File: config.mk
export PLATFORM = sky130hd
export DESIGN_NAME = access_decode
export DESIGN_NICKNAME = d
export VERILOG_FILES = /design/src/rtl/ramio_pkg.sv /design/src/rtl/access_decode.sv
export VERILOG_INCLUDE_DIRS = /design/src /design/src/rtl
export SDC_FILE = /design/constraint.sdc
export NUM_CORES = 1
export LEC_CHECK = 0
export BUFFER_PORTS_ARGS = -buffer_cell sky130_fd_sc_hd__buf_2
export CAP_MARGIN = 5
export CORE_MARGIN = 4
export CORE_UTILIZATION = 34
export DETAILED_ROUTE_END_ITERATION = 10
export PLACE_DENSITY_LB_ADDON = 0.2
export SLEW_MARGIN = 20
export SYNTH_ARGS = -nofsm -noshare
export SYNTH_HDL_FRONTEND = slang
export SYNTH_SLANG_ARGS = --single-unit
File: constraint.sdc
create_clock -name vclk -period 3.3
set_input_delay 0.165 -clock vclk [all_inputs]
set_output_delay 0.165 -clock vclk [all_outputs]
set_load 0.01 [all_outputs]
File: src/rtl/ramio_defines.svh
// address and data widths, RAM depth
// I/O address map and UART bit timing
`ifndef RAMIO_DEFINES_SVH
`define RAMIO_DEFINES_SVH

`define RAMIO_ADDR_W 32     // byte address
`define RAMIO_DATA_W 32     // one word

// on-chip RAM
`define RAMIO_RAM_WORDS 256
`define RAMIO_RAM_IDX_W $clog2(`RAMIO_RAM_WORDS)  // word index bits

// I/O sits at the top three byte addresses
`define RAMIO_ADDR_LED      32'hffff_ffff
`define RAMIO_ADDR_UART_OUT 32'hffff_fffe
`define RAMIO_ADDR_UART_IN  32'hffff_fffd

// uart bit period in clocks
`define RAMIO_CLKS_PER_BIT 16

`endif

File: src/rtl/ramio_pkg.sv
// shared types: access size and target enums, decoded access struct
// and the uart FSM state enums
`include "ramio_defines.svh"

package ramio_pkg;

  // store size, same encoding as the write_type port
  typedef enum logic [1:0] {
    wr_none = 2'b00,
    wr_byte = 2'b01,
    wr_half = 2'b10,
    wr_word = 2'b11
  } write_size_e;

  // load size, low bits of read_type; bit 2 is the signed flag
  typedef enum logic [1:0] {
    ld_none = 2'b00,
    ld_byte = 2'b01,
    ld_half = 2'b10,
    ld_word = 2'b11
  } load_size_e;

  typedef enum logic [1:0] {
    tgt_ram,
    tgt_led,
    tgt_uart_out,
    tgt_uart_in
  } target_e;

  // one decoded access
  typedef struct packed {
    target_e                      target;
    logic [`RAMIO_RAM_IDX_W-1:0]  word_idx;   // ram word
    logic [3:0]                   lane_we;    // byte lane write enables
    logic [`RAMIO_DATA_W-1:0]     wr_data;    // already moved to its lanes
    load_size_e                   load_size;
    logic                         is_signed;
    logic [1:0]                   offset;     // byte within word
    logic                         is_read;
    logic                         is_write;
  } access_t;

  typedef enum logic [1:0] {tx_idle, tx_start, tx_data, tx_stop} tx_state_e;
  typedef enum logic [1:0] {rx_idle, rx_start, rx_data, rx_stop} rx_state_e;

endpackage

File: src/rtl/access_decode.sv
// access decoder: address to target, byte lanes and lane-aligned write data
`include "ramio_defines.svh"

module access_decode (
  input  logic [`RAMIO_ADDR_W-1:0] address,
  input  ramio_pkg::write_size_e   write_type,
  input  logic [2:0]               read_type,
  input  logic                     enable,
  input  logic [`RAMIO_DATA_W-1:0] data_in,
  output ramio_pkg::access_t       access
);

  logic [1:0] offset;
  logic       wr_bad;  // misaligned half word store
  logic       rd_bad;  // misaligned half word load

  assign offset = address[1:0];
  assign wr_bad = (write_type == ramio_pkg::wr_half) && offset[0];
  assign rd_bad = (read_type[1:0] == ramio_pkg::ld_half) && offset[0];

  always_comb begin
    access = '0;

    unique case (address)
      `RAMIO_ADDR_LED:      access.target = ramio_pkg::tgt_led;
      `RAMIO_ADDR_UART_OUT: access.target = ramio_pkg::tgt_uart_out;
      `RAMIO_ADDR_UART_IN:  access.target = ramio_pkg::tgt_uart_in;
      default:              access.target = ramio_pkg::tgt_ram;
    endcase

    access.word_idx  = address[`RAMIO_RAM_IDX_W+1:2];  // aliases above ram depth
    access.offset    = offset;
    // load size survives a misaligned half so the result stage can answer zero
    access.load_size = enable ? ramio_pkg::load_size_e'(read_type[1:0]) : ramio_pkg::ld_none;
    access.is_signed = enable && read_type[2];
    access.is_read   = enable && (read_type[1:0] != 2'b00) && !rd_bad;
    access.is_write  = enable && (write_type != ramio_pkg::wr_none) && !wr_bad;

    // lanes only for ram, I/O registers look at size themselves
    if (access.is_write && access.target == ramio_pkg::tgt_ram) begin
      unique case (write_type)
        ramio_pkg::wr_byte: begin
          access.lane_we = 4'b0001 << offset;
          access.wr_data = {{(`RAMIO_DATA_W-8){1'b0}}, data_in[7:0]} << {offset, 3'b000};
        end
        ramio_pkg::wr_half: begin
          access.lane_we = 4'b0011 << {offset[1], 1'b0};
          access.wr_data = {{(`RAMIO_DATA_W-16){1'b0}}, data_in[15:0]} << {offset[1], 4'b0000};
        end
        ramio_pkg::wr_word: begin
          access.lane_we = 4'b1111;  // low address bits ignored
          access.wr_data = data_in;
        end
        default: ;
      endcase
    end
  end

  // bus master must not ask for a load and a store in the same cycle
  always_comb begin
    a_one_kind: assert final (!(access.is_read && access.is_write))
      else $error("load and store requested together at %h", address);
  end

endmodule

==> results.cfg <==
[final_layout]
ff_latch_area_um2 = 0
fin_cells = 265
fin_util_pct = 58.4
antenna_cells = 0
drive_gt1_share_pct = 54.4
clockBufferCount = 0
finalInstanceArea_um2 = 1330
nets = 309
seq_cell_count = 0
syn_to_final_growth_pct = 58.7

[yosys]
ys_warn_count = 0
syn_area_per_cell_um2 = 6.16
synth_seq_area_share_pct = 0
syn_nets = 206
yosys.area.top_type = nor2_1
synth.distinct_cells = 28
netlist_area_um2 = 838
synth_top_area_share_pct = 11.6
synth.area.top_cells = nor2_1 (12%), buf_4 (9.9%), a222oi_1 (9.6%)
synth_cells = 136

[critical_path]
cp-end-kind = primary output
crit_end = access[30]
max_stage_delay_ps = 850
critPathRequiredTime_ps = 3130
path_max_fanout = 27
cp.arrival_ps = 1830
crit_path_cell_trace = buf_2, nand4_1, nor4_2, a41o_1, nor2_1, buf_2
crit_family = compound AO/OA/AOI/OAI gates
critical_path_class = input port to primary output
crit_buf_inv = 2
cp_num_cells = 6
start_kind = input port
cpMostUsedCell = buf_2
cp_slowest_cell = a41o_1
crit_start = address[26]

[power_and_ir_drop]
power_density_nw_per_um2 = 117
p_leak_nw = 0.738
ir_worst_vdd_mv = 0.0592

[die]
dieWidth_um = 57.7
die-area_um2 = 3320
die_h_um = 57.7
io_pins = 123
coreArea_um2 = 2280
initial_core_util_pct = 36.8
row_count = 17

[sta]
rsz0062_at_grt = false
tightest_slew_ps = 963
slew_headroom_pct = 35.8
period_minus_slack_ps = 2000
setup_viol_count_final = 0
fmax_mhz = 500
final.setup.worst_slack_ps = 1300
fin_crit_sh_pct = 60.6
hold_viol = 0
tns_ps = 0
slew_violations = 0

[clock_tree]
cts_resized = 0
holdBufCountCts = 0
cts_setup_buffers = 0

[global_route]
grt_pass1_vias = 1283
grt_pass1_wl_um = 5580
grt_util_all_layers_pct = 19.7
grt_max_degree = 28
antenna_found_initial = 0
grt_remaining_overflow = 0

[route]
drtPass1Iterations = 5
wl_per_cell_um = 14.2
ant_nets = 0
drt_iter0_drc = 143
route.vias.total = 1454
wl_um = 3770
via_per_inst = 5.49
remaining_drc_errors = 0

[place]
post-place-ws_ps = 1310
gp_congestion = 0.818
place_area_um2 = 1330
hpwl_um = 3070
dp.cells = 265
port_buffers = 123

[min_path]
hold_class = input port to primary output
holdCritStartpoint = address[7]

[run_status]
outcome = complete, no violations

[run]
cap_violations = 0
[per-stage QoR]
stage | hold WS [ps] | power (mW)
2_1_floorplan | 422 | 0.0874
3_3_place_gp | 531 | 0.155
3_5_place_dp | 531 | 0.156
4_1_cts | 532 | 0.156
5_1_grt | 539 | 0.172
6_report | 532 | 0.156
[cell families (layout without fill, tap and decap cells)]
logic type | after synthesis | in the layout | share of synthesized area, %
compound gates | 42 | 42 | 35.2
xor+xnor | 1 | 1 | 1.04
simple gates | 67 | 67 | 43.0
buf+inv | 26 | 127 | 20.7
[power breakdown]
| part | total [mW] | internal (mW) | switching (mW) |
|---|---|---|---|
| combinational | 0.156 | 0.0718 | 0.0839 |
| sequential | 0 | 0 | 0 |
| clock | 0 | 0 | 0 |
[layer usage]
metal / global-route usage (%) / share of wire (%) / vias up / wire length (um)
met5: 0 / 0 / - / 0
met4: 0.993 / 0.50 / 0 / 19
met3: 1.34 / 12 / 2 / 457
met1: 25.1 / 37 / 652 / 1390
li1: - / - / 701 / -
met2: 37.6 / 50 / 99 / 1900
[cells in the mapped netlist, drive strengths merged, types with 2 or more instances]
master / n
nor3b: 8
nand4: 7
inv: 4
buf: 19
a21oi: 11
nor2: 26
a222oi: 8
nor2b: 4
nand3: 9
o21ai: 12
a21o: 2
clkbuf: 3
nand2: 2
and2: 5
a22oi: 8
[how the worst min path moves through the flow]
stage	to	slack (ps)	depth (start not counted)
6_report	access[48]	530	2
3_3_place_gp	access[45]	530	2
5_1_grt	access[49]	540	2
4_1_cts	access[45]	530	2
3_5_place_dp	access[50]	530	2
2_1_floorplan	access[2]	420	1
[cells in the final DEF (no fill, tap or decap), drive strengths merged]
cell type,n
nand2,2
nand4,7
o21ai,12
a222oi,8
a41o,1
nor3,1
a22oi,8
a21o,2
nand3,9
and3b,1
buf,123
nor2,26
a21oi,11
and2,5
nor4,1
nand2b,1
xnor2,1
or3b,1
nor2b,4
nor3b,8
and3,1
inv,4
[layout make-up]
type | instances | area [um^2]
Tap cell | 28 | 35.0
Multi-Input combinational cell | 110 | 664
Inverter | 4 | 15.0
Fill cell | 252 | 946
Timing Repair Buffer | 123 | 616
Power figures use the tool's default switching activity.
