<file path="config.mk">
export PLATFORM = sky130hd
export DESIGN_NAME = uart_tx
export DESIGN_NICKNAME = d
export VERILOG_FILES = /design/src/rtl/ramio_pkg.sv /design/src/rtl/uart_tx.sv
export VERILOG_INCLUDE_DIRS = /design/src /design/src/rtl
export SDC_FILE = /design/constraint.sdc
export NUM_CORES = 1
export LEC_CHECK = 0
export ABC_AREA = 1
export BUFFER_PORTS_ARGS = -buffer_cell sky130_fd_sc_hd__buf_4
export CELL_PAD_IN_SITES_DETAIL_PLACEMENT = 1
export CELL_PAD_IN_SITES_GLOBAL_PLACEMENT = 1
export CORE_MARGIN = 2
export CORE_UTILIZATION = 41
export CTS_BUF_LIST = sky130_fd_sc_hd__clkbuf_8
export CTS_CLUSTER_SIZE = 16
export DETAILED_ROUTE_END_ITERATION = 12
export PLACE_DENSITY_LB_ADDON = 0.1
export SYNTH_ARGS = -nofsm -noshare
export SYNTH_HDL_FRONTEND = slang
export SYNTH_SLANG_ARGS = --single-unit
</file>
<file path="constraint.sdc">
create_clock -name clk -period 1.5 [get_ports clk]
set_input_delay 0.3 -clock clk [delete_from_list [all_inputs] [get_ports clk]]
set_output_delay 0.3 -clock clk [all_outputs]
set_load 0.05 [all_outputs]
</file>
<file path="src/rtl/ramio_defines.svh">
// address and data widths, RAM depth
// I/O address map and UART bit timing
`ifndef RAMIO_DEFINES_SVH
`define RAMIO_DEFINES_SVH

`define RAMIO_ADDR_W 32     // byte address
`define RAMIO_DATA_W 32     // one word

// on-chip RAM
`define RAMIO_RAM_WORDS 256
`define RAMIO_RAM_IDX_W $clog2(`RAMIO_RAM_WORDS)  // word index bits

// I/O sits at the top three byte addresses
`define RAMIO_ADDR_LED      32'hffff_ffff
`define RAMIO_ADDR_UART_OUT 32'hffff_fffe
`define RAMIO_ADDR_UART_IN  32'hffff_fffd

// uart bit period in clocks
`define RAMIO_CLKS_PER_BIT 16

`endif

</file>
<file path="src/rtl/ramio_pkg.sv">
// shared types: access size and target enums, decoded access struct
// and the uart FSM state enums
`include "ramio_defines.svh"

package ramio_pkg;

  // store size, same encoding as the write_type port
  typedef enum logic [1:0] {
    wr_none = 2'b00,
    wr_byte = 2'b01,
    wr_half = 2'b10,
    wr_word = 2'b11
  } write_size_e;

  // load size, low bits of read_type; bit 2 is the signed flag
  typedef enum logic [1:0] {
    ld_none = 2'b00,
    ld_byte = 2'b01,
    ld_half = 2'b10,
    ld_word = 2'b11
  } load_size_e;

  typedef enum logic [1:0] {
    tgt_ram,
    tgt_led,
    tgt_uart_out,
    tgt_uart_in
  } target_e;

  // one decoded access
  typedef struct packed {
    target_e                      target;
    logic [`RAMIO_RAM_IDX_W-1:0]  word_idx;   // ram word
    logic [3:0]                   lane_we;    // byte lane write enables
    logic [`RAMIO_DATA_W-1:0]     wr_data;    // already moved to its lanes
    load_size_e                   load_size;
    logic                         is_signed;
    logic [1:0]                   offset;     // byte within word
    logic                         is_read;
    logic                         is_write;
  } access_t;

  typedef enum logic [1:0] {tx_idle, tx_start, tx_data, tx_stop} tx_state_e;
  typedef enum logic [1:0] {rx_idle, rx_start, rx_data, rx_stop} rx_state_e;

endpackage

</file>
<file path="src/rtl/uart_tx.sv">
// 8N1 uart transmitter, started by a go level
`include "ramio_defines.svh"

module uart_tx (
  input  logic       clk,
  input  logic       rst_n,
  input  logic [7:0] data,
  input  logic       go,
  output logic       tx,
  output logic       busy
);

  localparam int unsigned CNT_W = $clog2(`RAMIO_CLKS_PER_BIT);

  ramio_pkg::tx_state_e state;
  logic [CNT_W-1:0]     cnt;       // clocks within the bit
  logic [2:0]           bit_idx;
  logic [7:0]           shift;
  logic                 released;  // frame done, waiting for go to drop
  logic                 bit_end;

  assign bit_end = (cnt == CNT_W'(`RAMIO_CLKS_PER_BIT - 1));
  // high in the very cycle go rises so the holder keeps go up
  assign busy = (state != ramio_pkg::tx_idle) || (go && !released);

  always_ff @(posedge clk or negedge rst_n) begin
    if (!rst_n) begin
      state    <= ramio_pkg::tx_idle;
      cnt      <= '0;
      bit_idx  <= '0;
      shift    <= '0;
      tx       <= 1'b1;  // line idles high
      released <= 1'b0;
    end else begin
      cnt <= bit_end ? '0 : cnt + 1'b1;
      unique case (state)
        ramio_pkg::tx_idle: begin
          cnt <= '0;
          if (!go) begin
            released <= 1'b0;
          end else if (!released) begin
            state <= ramio_pkg::tx_start;
            shift <= data;
            tx    <= 1'b0;  // start bit, one clock after go
          end
        end
        ramio_pkg::tx_start: if (bit_end) begin
          state   <= ramio_pkg::tx_data;
          bit_idx <= '0;
          tx      <= shift[0];  // lsb first
          shift   <= shift >> 1;
        end
        ramio_pkg::tx_data: if (bit_end) begin
          bit_idx <= bit_idx + 1'b1;
          if (bit_idx == 3'd7) begin
            state <= ramio_pkg::tx_stop;
            tx    <= 1'b1;
          end else begin
            tx    <= shift[0];
            shift <= shift >> 1;
          end
        end
        ramio_pkg::tx_stop: if (bit_end) begin
          state    <= ramio_pkg::tx_idle;
          released <= 1'b1;  // busy falls here
        end
        default: state <= ramio_pkg::tx_idle;
      endcase
    end
  end

  // holding byte stays put while its bits are on the line
  a_data_stable: assert property (@(posedge clk) disable iff (!rst_n)
    (state == ramio_pkg::tx_data) && $past(state == ramio_pkg::tx_data) |-> $stable(data))
    else $error("tx holding byte changed mid frame");

endmodule

</file>
==> flow_summary.json <==
{
  "crit_type": "reg2out",
  "syn_area_per_cell_sq_um": 9.13,
  "numClockSinks": 19,
  "postLayoutCoreUtil": 0.616,
  "cpLargestDelayFamily": "flip-flops",
  "drv_cap": 0,
  "hold-worst-slack_ps": 302,
  "area_growth_syn_to_layout_pct": 41.6,
  "via_per_inst": 5.10,
  "rsz0062_at_grt": "true",
  "antenna_found_initial": 0,
  "power_density_nw_per_um2": 2490,
  "n_antenna_cell": 0,
  "layout_commonest_cell": "buf_4",
  "ir_worst_vdd_uv": 1430,
  "ys_seq_elements": 19,
  "netlist_instances": 118,
  "die_h_um": 55.3,
  "drc": 0,
  "grt_max_degree": 20,
  "first_global_vias": 1032,
  "io_buffer_count": 12,
  "tightest_slew_ps": 290,
  "io_pins": 13,
  "cts_buffers": 3,
  "final_nets": 175,
  "post-route-worst-setup-slack_ps": -147,
  "insertion_delay_ps": 260,
  "fmax_mhz": 607,
  "synth_area_sq_um": 1080,
  "crit_buf_inv": 3,
  "skew_ps": 3.89,
  "die_w_um": 55.3,
  "hold_class": "in2reg",
  "ant_nets": 0,
  "required_ps": 1200,
  "violations": "setup timing",
  "root_buffer": "clkbuf_8",
  "path_clk_slew_ps": 80,
  "cts.path.max_buffers": 2,
  "crit_fanout": 3,
  "status": "finished, violations left",
  "end_kind": "output pin",
  "grt_pass1_wl_um": 4800,
  "start_util": 0.435,
  "holdPathStages": 3,
  "crit_path_start_kind": "flip-flop",
  "cp_num_cells": 6,
  "worst_ep_arrival_time_ps": 1350,
  "final_cell_mix": "28 x buf_4, 19 x nand2_1, 17 x dfrtp_1",
  "period_minus_slack_ps": 1650,
  "totalWireLength_um": 3020,
  "dp_hpwl_um": 1960,
  "cp_cell_sequence": "inv_2, ha_4, nand2_2, nand2_4, clkinvlp_4, buf_8",
  "core_sq_um": 2480,
  "ys.warnings.count": 0,
  "relSlewSlack": 0.804,
  "drive_gt1_frac": 0.510,
  "yosysSeqAreaShare": 0.443,
  "setup_tns_ps": -995,
  "cts_tree": "yes",
  "num_vias": 933,
  "track_usage": 0.200,
  "die_area_sq_um": 3050,
  "gr-total-overflow": 0,
  "num_rows": 18,
  "synth_nets": 139,
  "synth_cell_type_count": 21,
  "dr.pass1.iters": 4,
  "drt-wirelength-per-cell_um": 16.5,
  "slowest_delay_ps": 410,
  "finalSetupViolCount": 10,
  "routabilityCongestion": 0.710,
  "drt_iter0_drc": 15,
  "post-route-period-util": 1.10,
  "final_area_sq_um": 1530,
  "htreeDepth": 1,
  "p_leak_nw": 0.747,
  "dpl_cell_area_sq_um": 1300,
  "cp_slowest_cell": "dfrtp_1",
  "r2r_cells": 10,
  "drv_slew": 0,
  "hold_violations": 0
}
Yosys cell counts:
library cell | instances | area, sq um
dfrtp_1 | 18 | 450
nand3b_1 | 1 | 7.51
dfstp_2 | 1 | 26.3
nand3_2 | 1 | 10.0
nand2_1 | 27 | 101
o21ai_0 | 12 | 60.1
a21oi_1 | 2 | 10.0
inv_1 | 10 | 37.5
or2_2 | 8 | 50.1
o21ai_2 | 8 | 70.1
nand3_1 | 5 | 25.0
clkbuf_2 | 1 | 5.00
xor2_1 | 1 | 8.76
a21o_1 | 1 | 7.51
o31ai_1 | 1 | 7.51
ha_1 | 10 | 125
nand4_1 | 2 | 12.5
nand2_4 | 1 | 11.3
nor2_1 | 6 | 22.5
nand3_4 | 1 | 17.5
buf_6 | 1 | 11.3
worst paths after layout:
check,startpoint,end,slack [ps]
min,data[7],shift[7],300
max in group asynchronous,rst_n,tx,780
max reg2reg,state[0],shift[4],-110
min reg2reg,cnt[0],cnt[0],470
min in group asynchronous,rst_n,cnt[2],460
max,state[0],busy,-150
stage by stage:
step                      total power, mW  setup WS (ps)  instances
after floorplan                      2.27           -107        118
after CTS                            3.45           -125        179
after detailed placement             2.86           -120        169
final                                3.80           -147        183
after global placement               2.72          -27.2        169
after global routing                 4.09           -204        183
power by group:
group | total [mW] | internal, mW | switching [mW]
Combinational | 2.51 | 1.18 | 1.33
Sequential | 0.922 | 0.757 | 0.165
Clock | 0.370 | 0.185 | 0.185
final cells by class:
type | instances | area, sq um
Inverter | 10 | 41.3
Clock buffer | 3 | 41.3
Fill cell | 290 | 952
Multi-Input combinational cell | 87 | 631
Timing Repair Buffer | 33 | 292
Tap cell | 30 | 37.5
Clock inverter | 1 | 5.00
Sequential cell | 19 | 478
registers in the layout, indices dropped and copies added, names as in the netlist:
name / flops
bit_idx: 3
cnt: 4
released: 1
shift: 8
state: 2
tx: 1
layer usage:
metal | vias to the layer above | share of wire | global-route usage
li1 | 456 | - | -
met3 | 4 | 0.025 | 0.0234
met5 | - | 0 | 0
met1 | 454 | 0.42 | 0.244
met2 | 19 | 0.55 | 0.359
met4 | 0 | 0.0099 | 0.0732
kinds of logic after synthesis:
logic type | Yosys count | synth area share
buffers and inverters | 12 | 0.0499
xor gates and xnor gates | 1 | 0.00813
DFF | 19 | 0.443
AOI/OAI and AO/OA | 24 | 0.144
adders and majority gates | 10 | 0.116
and+or+nand+nor | 52 | 0.239
worst register-to-register path, stage by stage (launching register included):
cell        delay [ps]
dfrtp_1            410
inv_2              100
ha_4               160
nand2_2             60
nand2_4             80
clkinvlp_4         100
buf_4              140
buf_6              110
nand3_4            100
clkbuf_16          170
o21ai_2             50
timing repair:
item,in CTS,in global routing
setup buffers,5,3
pin swaps,1,8
endpoints found under the setup margin,11,16
endpoints found under the hold margin,18,0
gates resized for setup,5,17
hold buffers,1,0
cloned,0,1
Note: power is estimated with default switching activity, not from simulation.
