===== src/rtl/ramio_defines.svh =====
// address and data widths, RAM depth
// I/O address map and UART bit timing
`ifndef RAMIO_DEFINES_SVH
`define RAMIO_DEFINES_SVH

`define RAMIO_ADDR_W 32     // byte address
`define RAMIO_DATA_W 32     // one word

// on-chip RAM
`define RAMIO_RAM_WORDS 256
`define RAMIO_RAM_IDX_W $clog2(`RAMIO_RAM_WORDS)  // word index bits

// I/O sits at the top three byte addresses
`define RAMIO_ADDR_LED      32'hffff_ffff
`define RAMIO_ADDR_UART_OUT 32'hffff_fffe
`define RAMIO_ADDR_UART_IN  32'hffff_fffd

// uart bit period in clocks
`define RAMIO_CLKS_PER_BIT 16

`endif


===== src/rtl/ramio_pkg.sv =====
// shared types: access size and target enums, decoded access struct
// and the uart FSM state enums
`include "ramio_defines.svh"

package ramio_pkg;

  // store size, same encoding as the write_type port
  typedef enum logic [1:0] {
    wr_none = 2'b00,
    wr_byte = 2'b01,
    wr_half = 2'b10,
    wr_word = 2'b11
  } write_size_e;

  // load size, low bits of read_type; bit 2 is the signed flag
  typedef enum logic [1:0] {
    ld_none = 2'b00,
    ld_byte = 2'b01,
    ld_half = 2'b10,
    ld_word = 2'b11
  } load_size_e;

  typedef enum logic [1:0] {
    tgt_ram,
    tgt_led,
    tgt_uart_out,
    tgt_uart_in
  } target_e;

  // one decoded access
  typedef struct packed {
    target_e                      target;
    logic [`RAMIO_RAM_IDX_W-1:0]  word_idx;   // ram word
    logic [3:0]                   lane_we;    // byte lane write enables
    logic [`RAMIO_DATA_W-1:0]     wr_data;    // already moved to its lanes
    load_size_e                   load_size;
    logic                         is_signed;
    logic [1:0]                   offset;     // byte within word
    logic                         is_read;
    logic                         is_write;
  } access_t;

  typedef enum logic [1:0] {tx_idle, tx_start, tx_data, tx_stop} tx_state_e;
  typedef enum logic [1:0] {rx_idle, rx_start, rx_data, rx_stop} rx_state_e;

endpackage


===== src/rtl/uart_rx.sv =====
// 8N1 uart receiver, mid-bit sampling, data_ready held until go drops
`include "ramio_defines.svh"

module uart_rx (
  input  logic       clk,
  input  logic       rst_n,
  input  logic       rx,
  input  logic       go,
  output logic [7:0] data,
  output logic       data_ready
);

  localparam int unsigned CNT_W = $clog2(`RAMIO_CLKS_PER_BIT);

  ramio_pkg::rx_state_e state;
  logic [CNT_W-1:0]     cnt;
  logic [2:0]           bit_idx;
  logic                 rx_meta;   // first sync flop
  logic                 rx_sync;
  logic                 rx_prev;   // for the falling edge
  logic                 half_bit;
  logic                 full_bit;

  assign half_bit = (cnt == CNT_W'(`RAMIO_CLKS_PER_BIT / 2 - 1));
  assign full_bit = (cnt == CNT_W'(`RAMIO_CLKS_PER_BIT - 1));

  always_ff @(posedge clk or negedge rst_n) begin
    if (!rst_n) begin
      rx_meta <= 1'b1;
      rx_sync <= 1'b1;
      rx_prev <= 1'b1;
    end else begin
      rx_meta <= rx;
      rx_sync <= rx_meta;
      rx_prev <= rx_sync;
    end
  end

  always_ff @(posedge clk or negedge rst_n) begin
    if (!rst_n) begin
      state      <= ramio_pkg::rx_idle;
      cnt        <= '0;
      bit_idx    <= '0;
      data       <= '0;
      data_ready <= 1'b0;
    end else begin
      cnt <= cnt + 1'b1;
      unique case (state)
        ramio_pkg::rx_idle: begin
          cnt <= '0;
          if (rx_prev && !rx_sync) begin  // start edge
            state <= ramio_pkg::rx_start;
          end
        end
        ramio_pkg::rx_start: if (half_bit) begin
          cnt     <= '0;  // from here a full period lands mid bit
          bit_idx <= '0;
          state   <= rx_sync ? ramio_pkg::rx_idle : ramio_pkg::rx_data;  // glitch check
        end
        ramio_pkg::rx_data: if (full_bit) begin
          cnt     <= '0;
          data    <= {rx_sync, data[7:1]};  // lsb arrives first
          bit_idx <= bit_idx + 1'b1;
          if (bit_idx == 3'd7) begin
            state <= ramio_pkg::rx_stop;
          end
        end
        ramio_pkg::rx_stop: begin
          if (data_ready) begin
            cnt <= cnt;  // parked until the byte is taken
            if (!go) begin
              data_ready <= 1'b0;
              state      <= ramio_pkg::rx_idle;
            end
          end else if (full_bit) begin  // middle of stop bit
            if (go) begin
              data_ready <= 1'b1;
            end else begin
              state <= ramio_pkg::rx_idle;  // nobody listening, byte dropped
            end
          end
        end
        default: state <= ramio_pkg::rx_idle;
      endcase
    end
  end

endmodule


===== config.mk =====
export PLATFORM = sky130hd
export DESIGN_NAME = uart_rx
export DESIGN_NICKNAME = d
export VERILOG_FILES = /design/src/rtl/ramio_pkg.sv /design/src/rtl/uart_rx.sv
export VERILOG_INCLUDE_DIRS = /design/src /design/src/rtl
export SDC_FILE = /design/constraint.sdc
export NUM_CORES = 1
export LEC_CHECK = 0
export BUFFER_PORTS_ARGS = -buffer_cell sky130_fd_sc_hd__buf_2
export CORE_MARGIN = 2
export CORE_UTILIZATION = 46
export DETAILED_ROUTE_END_ITERATION = 6
export GPL_ROUTABILITY_DRIVEN = 0
export PLACE_DENSITY = 0.66
export REMOVE_ABC_BUFFERS = 1
export SYNTH_ARGS = -nofsm -noshare
export SYNTH_HDL_FRONTEND = slang
export SYNTH_SLANG_ARGS = --single-unit
export TNS_END_PERCENT = 50

===== constraint.sdc =====
create_clock -name clk -period 1.9 [get_ports clk]
set_clock_uncertainty 0.1 [all_clocks]
set_input_delay 0.19 -clock clk [delete_from_list [all_inputs] [get_ports clk]]
set_output_delay 0.19 -clock clk [all_outputs]
set_load 0.05 [all_outputs]

==> results.py <==
metrics = {
    "run_status": {
        "status": "completed",
    },
    "setup_path": {
        "ff2ff_setup_slack_ns": 0.18,
        "critical_path_required_ns": 2.02,
        "worstReg2RegStart": "cnt[0]",
        "r2r_cells": 5,
        "crit_type": "flip-flop to flip-flop",
        "r2r-end": "cnt[0]",
        "critPathMaxFanout": 6,
        "cp-startpoint": "cnt[0]",
        "crit_arrival_ns": 1.84,
        "start_kind": "flip-flop",
        "crit_path_end": "cnt[0]",
        "critPathCaptureType": "flip-flop",
    },
    "logic_synthesis": {
        "synth_cells": 82,
        "ys_seq_area_frac": 0.5515,
        "netlist_area_um2": 959.7,
        "ys_seq_elements": 21,
        "syn_area_per_cell_um2": 11.70,
        "ys_warn_count": 0,
        "synth_cell_types": 26,
    },
    "clock_network": {
        "root_buffer": "clkbuf_4",
        "numClockSinks": 21,
        "cts-buffers-inserted": 3,
        "clk_latency_ns": 0.30,
        "htreeDepth": 1,
        "postCtsSetupBuffers": 0,
        "ctsLongestPathBuffers": 2,
        "path_clk_slew_ns": 0.11,
        "cts_tree": "yes",
    },
    "routing": {
        "dr.pass1.iters": 4,
        "via_count": 676,
        "wire_per_inst_um": 12.47,
        "drtIter0Drc": 11,
        "detail-route-antenna-nets": 0,
        "vias_per_cell": 5.365,
        "drc_errors": 0,
        "routed_wl_mm": 1.571,
    },
    "die": {
        "start_util": 0.4892,
        "die_x_um": 49.68,
        "dieArea_um2": 2468,
        "rows": 16,
        "die_y_um": 49.68,
        "core_um2": 1962,
        "pin_count": 13,
    },
    "finish": {
        "antennaDiodeCount": 0,
        "multi_input_area_um2": 390.4,
        "drive_gt1_frac": 0.3232,
        "final-seq-area_um2": 529.3,
        "final_core_util": 0.5574,
        "nFillCells": 184,
        "num-nets-final": 107,
        "synthToLayoutAreaGrowth_pct": 13.95,
        "final_area_um2": 1094,
    },
    "power": {
        "ir_drop_mv": 0.6399,
        "leakage_nw": 0.5266,
        "power_density_nw_per_um2": 1065,
    },
    "global_route": {
        "grt_overflow": 0,
        "grtUsageMet2": 0.2422,
        "grt_use_met3": 0.03636,
        "antenna_found_initial": 0,
        "grt_use_total": 0.1520,
        "grt_max_degree": 22,
        "top_usage_layer": "met2",
        "use_met1": 0.1969,
        "grt_pass1_wl_mm": 2.849,
        "first_global_vias": 653,
    },
    "sta": {
        "fmax_ghz": 0.5818,
        "slew_headroom": 0.6974,
        "slew_violations": 0,
        "hold_viol_final": 0,
        "finalSetupViolCount": 0,
        "hold_slack_ns": 0.04288,
        "grt_setup_unrepaired": "false",
        "period_minus_slack_ns": 1.719,
        "tns_ns": 0,
        "finalCritPeriodShare": 0.9046,
        "fin_ws_ns": 0.1813,
        "worstMarginPinSlew_ns": 0.4539,
    },
    "job": {
        "cap_violations": 0,
    },
    "worst_hold_path": {
        "hold_path.class": "input pin to flip-flop",
    },
    "placement": {
        "dp_hpwl_mm": 1.127,
        "port_buffers": 12,
        "place_area_um2": 1046,
        "place_ws_ns": 0.1199,
    },
}
layout by cell type, fill, tap and decap left out, drive strengths merged:
cell type and count:
a211oi 4, clkbuf 4, o31ai 2, a31oi 3
nand3 2, nor3 2, dfrtp 18, o21ai 3
nand3b 1, ha 3, nor2 4, dfstp 3
mux2 8, and3b 1, and4b 1, nor3b 2
buf 15, inv 3, or2b 1, and3 2
or3 2, nand4b 1, a311oi 1, dlygate4sd3 2
a21oi 7, nand2 4
sequential cells by signal, indices dropped and copies added (netlist names), named ones only:
name	count
data	8
cnt	4
bit_idx	3
data_ready	1
rx_meta	1
rx_prev	1
rx_sync	1
state	1
kinds of logic after synthesis:
family | count (synthesis) | share of synthesized area
buf+inv | 7 | 0.04303
simple gates | 23 | 0.1447
flops | 21 | 0.5515
mux | 8 | 0.09388
fa+ha+maj | 3 | 0.03912
compound gates | 20 | 0.1278
synth_stat cells:
library cell,number,area (µm²)
a31oi_1,3,18.77
nor3b_1,2,15.01
nor2_1,4,15.01
dfrtp_1,18,450.4
and3_1,1,6.260
buf_6,2,22.52
and3b_1,1,8.760
inv_1,3,11.26
clkbuf_1,2,7.510
nand2_1,4,15.01
o31ai_1,2,15.01
nand3b_1,1,7.510
ha_1,3,37.54
a311oi_1,1,8.760
a21oi_1,7,35.03
nor3_1,2,10.01
or2b_1,1,7.510
a211oi_1,4,30.03
dfstp_2,3,78.83
and4b_2,1,11.26
and3_4,1,11.26
or3_1,2,12.51
nand3_1,2,10.01
mux2_2,8,90.09
nand4b_1,1,8.760
o21ai_0,3,15.01
worst max-delay path, stage by stage, from the launching register on:
cell	delay, ns
dfrtp_1	0.42
ha_1	0.22
buf_4	0.16
and4b_2	0.29
or3_1	0.31
o21ai_0	0.15
metrics by stage:
step                instances  total power, mW
global placement          120           0.9548
CTS                       126            1.171
global route              126            1.253
finish                    126            1.165
floorplan                  78           0.8355
detailed placement        120           0.9562
power breakdown:
group / total (mW) / switching [mW] / internal, mW
Sequential: 0.615 / 0.0953 / 0.520
Combinational: 0.339 / 0.186 / 0.153
Clock: 0.212 / 0.130 / 0.0817
Total: 1.17 / 0.411 / 0.754
area by class of cell:
type                    instances  share of cell area
flip-flops and latches         21              0.4840
multi-input cells              54              0.3570
well taps                      27             0.03089
repair buffers                 17             0.09382
clock buffers                   4             0.02403
inverters                       3             0.01030
routing by layer:
layer	vias to the layer above	routed length, µm	share of wire
met1	324	765	0.49
met5	-	0	0
li1	340	-	-
met2	12	754	0.48
met3	0	52	0.033
met4	0	0	0
how the worst min path moves through the flow:
| stage | depth (start not counted) | from | end | slack [ns] |
|---|---|---|---|---|
| after CTS | 3 | go | data_ready | 0.03 |
| after global routing | 3 | go | data_ready | 0.04 |
| after global placement | 1 | rst_n | data_ready | 0.07 |
| after detailed placement | 1 | rst_n | data_ready | 0.07 |
| after floorplan | 0 | rst_n | async pin | -0.21 |
| final | 3 | go | data_ready | 0.04 |
what timing repair did:
action,CTS,global route
gates resized for setup,0,1
hold buffers,2,0
setup endpoints to repair,0,3
hold endpoints to repair,19,0
Power figures use the tool's default switching activity.
