`src/rtl/ramio_defines.svh`:
```
// address and data widths, RAM depth
// I/O address map and UART bit timing
`ifndef RAMIO_DEFINES_SVH
`define RAMIO_DEFINES_SVH

`define RAMIO_ADDR_W 32     // byte address
`define RAMIO_DATA_W 32     // one word

// on-chip RAM
`define RAMIO_RAM_WORDS 256
`define RAMIO_RAM_IDX_W $clog2(`RAMIO_RAM_WORDS)  // word index bits

// I/O sits at the top three byte addresses
`define RAMIO_ADDR_LED      32'hffff_ffff
`define RAMIO_ADDR_UART_OUT 32'hffff_fffe
`define RAMIO_ADDR_UART_IN  32'hffff_fffd

// uart bit period in clocks
`define RAMIO_CLKS_PER_BIT 16

`endif

```
`src/rtl/ramio_pkg.sv`:
```
// shared types: access size and target enums, decoded access struct
// and the uart FSM state enums
`include "ramio_defines.svh"

package ramio_pkg;

  // store size, same encoding as the write_type port
  typedef enum logic [1:0] {
    wr_none = 2'b00,
    wr_byte = 2'b01,
    wr_half = 2'b10,
    wr_word = 2'b11
  } write_size_e;

  // load size, low bits of read_type; bit 2 is the signed flag
  typedef enum logic [1:0] {
    ld_none = 2'b00,
    ld_byte = 2'b01,
    ld_half = 2'b10,
    ld_word = 2'b11
  } load_size_e;

  typedef enum logic [1:0] {
    tgt_ram,
    tgt_led,
    tgt_uart_out,
    tgt_uart_in
  } target_e;

  // one decoded access
  typedef struct packed {
    target_e                      target;
    logic [`RAMIO_RAM_IDX_W-1:0]  word_idx;   // ram word
    logic [3:0]                   lane_we;    // byte lane write enables
    logic [`RAMIO_DATA_W-1:0]     wr_data;    // already moved to its lanes
    load_size_e                   load_size;
    logic                         is_signed;
    logic [1:0]                   offset;     // byte within word
    logic                         is_read;
    logic                         is_write;
  } access_t;

  typedef enum logic [1:0] {tx_idle, tx_start, tx_data, tx_stop} tx_state_e;
  typedef enum logic [1:0] {rx_idle, rx_start, rx_data, rx_stop} rx_state_e;

endpackage

```
`src/rtl/load_format.sv`:
```
// load result: picks I/O holding byte or RAM lane, then extends by size and sign
`include "ramio_defines.svh"

module load_format (
  input  ramio_pkg::access_t       access,     // registered with the ram read
  input  ramio_pkg::access_t       io_access,  // current access
  input  logic [`RAMIO_DATA_W-1:0] ram_data,
  input  logic                     ram_valid,
  input  logic [7:0]               tx_hold,
  input  logic [7:0]               rx_hold,
  output logic [`RAMIO_DATA_W-1:0] data,
  output logic                     data_ready
);

  logic                     io_read;
  logic                     io_uart_byte;
  logic                     ram_load;
  logic [7:0]               io_byte;
  logic [`RAMIO_DATA_W-1:0] lane_data;  // addressed lane moved to bit 0

  assign io_read      = io_access.is_read && (io_access.target != ramio_pkg::tgt_ram);
  assign io_uart_byte = (io_access.load_size == ramio_pkg::ld_byte) &&
                        (io_access.target inside {ramio_pkg::tgt_uart_out,
                                                  ramio_pkg::tgt_uart_in});
  assign io_byte      = (io_access.target == ramio_pkg::tgt_uart_in) ? rx_hold : tx_hold;
  assign ram_load     = (access.target == ramio_pkg::tgt_ram) &&
                        (access.load_size != ramio_pkg::ld_none);
  assign lane_data    = ram_data >> {access.offset, 3'b000};

  always_comb begin
    data       = '0;
    data_ready = 1'b0;
    if (io_read) begin  // I/O answers in the same cycle
      data_ready = 1'b1;
      if (io_uart_byte) begin
        data = io_access.is_signed ? {{(`RAMIO_DATA_W-8){io_byte[7]}}, io_byte}
                                   : {{(`RAMIO_DATA_W-8){1'b0}}, io_byte};
      end  // led and wider I/O reads give zero
    end else if (ram_load) begin
      data_ready = ram_valid || !access.is_read;  // misaligned half done with zero
      if (access.is_read) begin
        unique case (access.load_size)
          ramio_pkg::ld_byte:
            data = access.is_signed ? {{(`RAMIO_DATA_W-8){lane_data[7]}}, lane_data[7:0]}
                                    : {{(`RAMIO_DATA_W-8){1'b0}}, lane_data[7:0]};
          ramio_pkg::ld_half:
            data = access.is_signed ? {{(`RAMIO_DATA_W-16){lane_data[15]}}, lane_data[15:0]}
                                    : {{(`RAMIO_DATA_W-16){1'b0}}, lane_data[15:0]};
          default: data = ram_data;  // word ignores offset
        endcase
      end
    end
  end

  // the access register in the top and the ram read latency must line up
  always_comb begin
    a_ram_aligned: assert final (!(access.is_read && access.target == ramio_pkg::tgt_ram)
                                 || ram_valid)
      else $error("registered ram load without ram data valid");
  end

endmodule

```
`config.mk`:
```
export PLATFORM = sky130hd
export DESIGN_NAME = load_format
export DESIGN_NICKNAME = d
export VERILOG_FILES = /design/src/rtl/ramio_pkg.sv /design/src/rtl/load_format.sv
export VERILOG_INCLUDE_DIRS = /design/src /design/src/rtl
export SDC_FILE = /design/constraint.sdc
export NUM_CORES = 1
export LEC_CHECK = 0
export BUFFER_PORTS_ARGS = -buffer_cell sky130_fd_sc_hd__clkbuf_2
export CAP_MARGIN = 40
export CORE_AREA = 2 2 72 74
export DETAILED_ROUTE_END_ITERATION = 8
export DIE_AREA = 0 0 74 76
export GPL_TIMING_DRIVEN = 0
export PLACE_DENSITY = 0.68
export SYNTH_ARGS = -nofsm -noshare
export SYNTH_HDL_FRONTEND = slang
export SYNTH_SLANG_ARGS = --single-unit
```
`constraint.sdc`:
```
create_clock -name vclk -period 4.2
set_clock_uncertainty 0.15 [all_clocks]
set_input_delay 0.21 -clock vclk [all_inputs]
set_output_delay 0.21 -clock vclk [all_outputs]
set_load 0.03 [all_outputs]
```
==> summary.md, run 1 <==
| Metric | Value |
|---|---|
| 1st-iter DRT viols | 47 |
| Critical path capture point type | output pin |
| Total GRT Usage | 15.7% |
| Drc violations | 0 |
| Yosys top cell area share | 28.4% |
| Layout cells sized above 1 | 43.6% |
| I/O Pins | 188 |
| Crit-path leading delay family | buffers and inverters |
| Final Hold Viols | 0 |
| Post-CTS setup repair buffer count | 0 |
| CTS Hold Buffers Added | 0 |
| DR pass1 iterations | 4 |
| CP Cell Sequence | clkbuf_2 -> inv_1 -> ha_1 -> nor3_1 -> and4b_1 -> clkbuf_1 -> clkbuf_1 -> a21oi_1 -> o21ai_1 -> clkbuf_2 |
| RSZ-0062 raised after global routing | false |
| WP depth | 10 |
| # port buffers | 95 |
| Synth warn | 0 |
| Post-Route Setup TNS | 0 ns |
| # rows | 26 |
| CLK BUF | 0 |
| DR WL/cell | 14.8 um |
| Most common cell after layout, fill and taps aside | clkbuf_2 |
| Synthesized cell area | 1060 um2 |
| # fillers | 562 |
| Critical Path Slowest Stage Cell | clkbuf_1 |
| Largest area contributor in the netlist | mux2i_1 |
| Worst Path Required | 3.84 ns |
| Final Setup Violations | 0 |
| Power per cell area | 89.4 nW/um2 |
| Reg area | 0 um2 |
| Post-route minimum period | 2.45 ns |
| Setup CP Type | in -> out |
| Kind of start point of the critical path | primary input |
| Die H | 76 um |
| Most frequent cells in the layout | clkbuf_2 (95), mux2i_1 (30), o21ai_1 (20) |
| CP Max Fanout | 10 |
| Antenna-violating nets left | 0 |
| Synth Area per Inst | 7.14 um2 |
| Slew Limit Fails | 0 |
| Core ar. | 4910 um2 |
| GPL Wtd Cong | 0.843 |
| Hpwl dp | 4010 um |
| Leakage | 0.896 nW |
| Max VDD drop | 0.0434 mV |
| Diode count | 0 |
| Crit path to | data[29] |
| Synth cell types | 24 |
| Initial Util | 21.5% |
| Max-cap check violation count | 0 |
| Slew headroom | 56.3% |
| Sequential area share after synthesis | 0% |
| Synth area leaders | mux2i_1 (28%), o221ai_1 (12%), o21ai_1 (9.5%) |
| Vias in the first global route | 1542 |
| Total Wirelength | 4630 um |
| Critical path startpoint | access[5] |
| Critical Path AT | 2.09 ns |
| CP Buf/Inv Count | 5 |
| Initial antenna violation count | 0 |
| DIE AREA | 5620 um2 |
| Highest cell delay on the worst timing path | 0.43 ns |
| Layout Nets | 403 |
| Hold crit path type | in -> out |
| Synth-to-Final Area Change | 53.3% |
| Maximum clock rate | 409 MHz |
| Largest net degree at the start of global routing | 11 |
| Via count | 1541 |
| Worst slew pin tran | 0.651 ns |
| Routed vias/inst | 4.92 |
| Remaining Overflow, GRT | 0 |
| Post-Syn Instances | 148 |
| Seq cells | 0 |
| Fin crit share | 58.2% |
| Status | finished, final reports clean |
| Dpl cells | 313 |
| Finished Layout Cells | 313 |
| Chip Width | 74 um |
| First-pass GRT wire length | 7280 um |
| Syn_nets | 306 |
| Post-CTS sizing | 0 |
-- per-stage QoR --
step                      area [um2]  power (mW)  hold slack [ns]  utilization, %  setup WS (ns)
final                           1620       0.145            0.660            33.0           1.75
after global routing            1620       0.158            0.691            33.0           1.52
after CTS                       1620       0.145            0.662            33.0           1.73
after detailed placement        1620       0.145            0.660            33.0           1.73
after global placement          1620       0.142            0.661            33.0           1.79
after floorplan                 1060      0.0857            0.530               -           2.03
-- synthesized netlist by cell type --
library cell / count
a21boi_1: 1
a21oi_1: 17
a221o_1: 7
a22oi_4: 1
and4_1: 1
and4b_1: 1
buf_2: 5
buf_4: 1
buf_6: 1
clkbuf_1: 6
ha_1: 3
inv_1: 12
mux2i_1: 30
mux4_2: 1
nand2_1: 12
nand2b_1: 8
nand3_4: 1
nand3b_1: 1
nand4b_1: 1
nor3_1: 1
nor3b_2: 1
o21ai_0: 1
o21ai_1: 20
o221ai_1: 15
-- final cells by class --
class                           instances  area (um2)  share of cell area [%]
Inverter                               12        45.0                    2.78
Multi-Input combinational cell        123         946                    58.4
Tap cell                               70        87.6                    5.41
Buffer                                 13        66.3                    4.09
Timing Repair Buffer                   95         475                    29.3
-- layer usage --
metal / up-vias / track usage [%] / share of wire (%)
met5: - / 0 / 0
met2: 75 / 25.2 / 45
met3: 2 / 2.91 / 8.9
li1: 766 / - / -
met1: 698 / 22.3 / 45
met4: 0 / 1.45 / 0.39
-- worst min path at each step --
stage | start | endpoint | slack, ns | depth (start not counted)
final | ram_valid | data_ready | 0.66 | 4
after global routing | ram_data[2] | data[2] | 0.69 | 4
after global placement | ram_valid | data_ready | 0.66 | 4
after floorplan | ram_data[0] | data[0] | 0.53 | 2
after CTS | ram_valid | data_ready | 0.66 | 4
after detailed placement | ram_valid | data_ready | 0.66 | 4
-- cells by family (layout without fill, tap and decap cells) --
| group | Yosys count | count (layout) | synth area share (%) |
|---|---|---|---|
| AOI/OAI and AO/OA | 62 | 62 | 39.8 |
| adders and majority gates | 3 | 3 | 3.55 |
| buffers and inverters | 25 | 120 | 10.5 |
| muxes | 31 | 31 | 30.5 |
| and+or+nand+nor | 27 | 27 | 15.6 |
-- report_power, final --
part	switching [mW]	internal, mW
Sequential	0	0
Clock	0	0
Combinational	0.0836	0.0613
Total	0.0836	0.0613
Note: power is estimated with default switching activity, not from simulation.
==> inputs of run 2 (changes only) <==
--- a/config.mk
+++ b/config.mk
@@ -8,11 +8,11 @@
 export LEC_CHECK = 0
 export BUFFER_PORTS_ARGS = -buffer_cell sky130_fd_sc_hd__clkbuf_2
 export CAP_MARGIN = 40
-export CORE_AREA = 2 2 72 74
+export CORE_AREA = 2 2 73 75
 export DETAILED_ROUTE_END_ITERATION = 8
-export DIE_AREA = 0 0 74 76
+export DIE_AREA = 0 0 75 77
 export GPL_TIMING_DRIVEN = 0
-export PLACE_DENSITY = 0.68
+export PLACE_DENSITY = 0.67
 export SYNTH_ARGS = -nofsm -noshare
 export SYNTH_HDL_FRONTEND = slang
 export SYNTH_SLANG_ARGS = --single-unit
==> constraint.sdc (replaced) <==
create_clock -name vclk -period 2.5
set_clock_uncertainty 0.15 [all_clocks]
set_input_delay 0.125 -clock vclk [all_inputs]
set_output_delay 0.125 -clock vclk [all_outputs]
set_load 0.03 [all_outputs]
==> summary.md, run 2 (synthesis gave the netlist of run 1 again) <==
| Metric | Value |
|---|---|
| Status | finished, final reports clean |
| # port buffers | 95 |
| Fin crit share | 91.1% |
| Largest net degree at the start of global routing | 11 |
| DR WL/cell | 14.9 um |
| Setup CP Type | in -> out |
| Diode count | 0 |
| Total GRT Usage | 14.9% |
| Cell Area, Placed | 1620 um2 |
| Core ar. | 4980 um2 |
| Drc violations | 0 |
| Reg area | 0 um2 |
| Hpwl dp | 3960 um |
| Critical path capture point type | output pin |
| Initial Util | 21.2% |
| Slew Limit Fails | 0 |
| Worst slew pin tran | 0.682 ns |
| Routed vias/inst | 4.78 |
| Worst hold margin | 0.481 ns |
| Remaining Overflow, GRT | 0 |
| DR pass1 iterations | 4 |
| Hold Path Depth | 4 |
| Hold Path Origin | ram_valid |
| CTS Hold Buffers Added | 0 |
| Post-Layout Inst Area | 1630 um2 |
| Post-route minimum period | 2.28 ns |
| Layout Nets | 403 |
| Max VDD drop | 0.0643 mV |
| Post-CTS sizing | 0 |
| Via count | 1495 |
| Chip Width | 75 um |
| Vias in the first global route | 1336 |
| Maximum clock rate | 439 MHz |
| Worst Path Required | 2.23 ns |
| 1st-iter DRT viols | 48 |
| Most common cell after layout, fill and taps aside | clkbuf_2 |
| Max-cap check violation count | 0 |
| Total Wirelength | 4670 um |
| Leakage | 0.909 nW |
| DIE AREA | 5780 um2 |
| Critical Path AT | 2.00 ns |
| Final Setup Violations | 0 |
| I/O Pins | 188 |
| GPL Wtd Cong | 0.790 |
| CLK BUF | 0 |
| Hold Path Sink | data_ready |
| Hold crit path type | in -> out |
| Final Hold Viols | 0 |
| Post-CTS setup repair buffer count | 0 |
| RSZ-0062 raised after global routing | false |
| Slew headroom | 54.2% |
| Seq cells | 0 |
| Post-Route Setup TNS | 0 ns |
| First-pass GRT wire length | 6890 um |
| CP Max Fanout | 10 |
| # rows | 26 |
| Synth-to-Final Area Change | 53.7% |
| # fillers | 548 |
| Power per cell area | 150 nW/um2 |
| Antenna-violating nets left | 0 |
| Die H | 77 um |
| Layout cells sized above 1 | 45.3% |
| Kind of start point of the critical path | primary input |
| Initial antenna violation count | 0 |
| Most frequent cells in the layout | clkbuf_2 (99), mux2i_1 (30), o21ai_1 (20) |
run 2: changes by cell type in the layout (fill, tap and decap cells not counted):
cell      change
clkbuf_1      -4
clkbuf_2      +4
run 2: worst max-delay path, cell delays in order:
cell and delay, ns:
clkbuf_2 0.08, nand4b_1 0.46, nor3b_2 0.52, clkbuf_1 0.40
a21oi_1 0.09, o21ai_1 0.10, clkbuf_2 0.22
run 2: area by class of cell:
class / count / area, um2 / area share, %
buffer: 13 / 71.3 / 4.39
inverter: 12 / 45.0 / 2.77
multi-input combinational: 123 / 946 / 58.2
tap: 70 / 87.6 / 5.39
timing repair buffer: 95 / 475 / 29.3
run 2: how the worst max path moves through the flow:
stage                      start  cells past startpoint  slack (ns)       end
CTS                    access[5]                     10        0.22  data[30]
global placement       access[5]                     10        0.24  data[30]
global route        io_access[6]                      7        0.02  data[28]
detailed placement     access[5]                     10        0.21  data[30]
floorplan              access[5]                      8        0.50  data[21]
finish              io_access[6]                      7        0.22  data[28]
run 2: per-stage QoR:
stage	power, mW	setup WS (ns)	instances	utilization, %
after global routing	0.265	0.0184	313	32.7
final	0.244	0.222	313	32.7
after floorplan	0.144	0.504	148	-
after global placement	0.239	0.237	313	32.6
after CTS	0.245	0.218	313	32.6
after detailed placement	0.244	0.210	313	32.6
run 2: per-layer routing:
layer | share of wire [%] | global-route usage [%]
met5 | 0 | 0
met4 | 0 | 0
met3 | 7.6 | 2.50
met2 | 43 | 23.5
met1 | 49 | 22.3
run 2: report_power, final:
part	internal, mW	total, mW	switching, mW	leakage (nW)
registers	0	0	0	0
logic	0.103	0.244	0.141	0.909
clock network	0	0	0	0
total	0.103	0.244	0.141	0.909
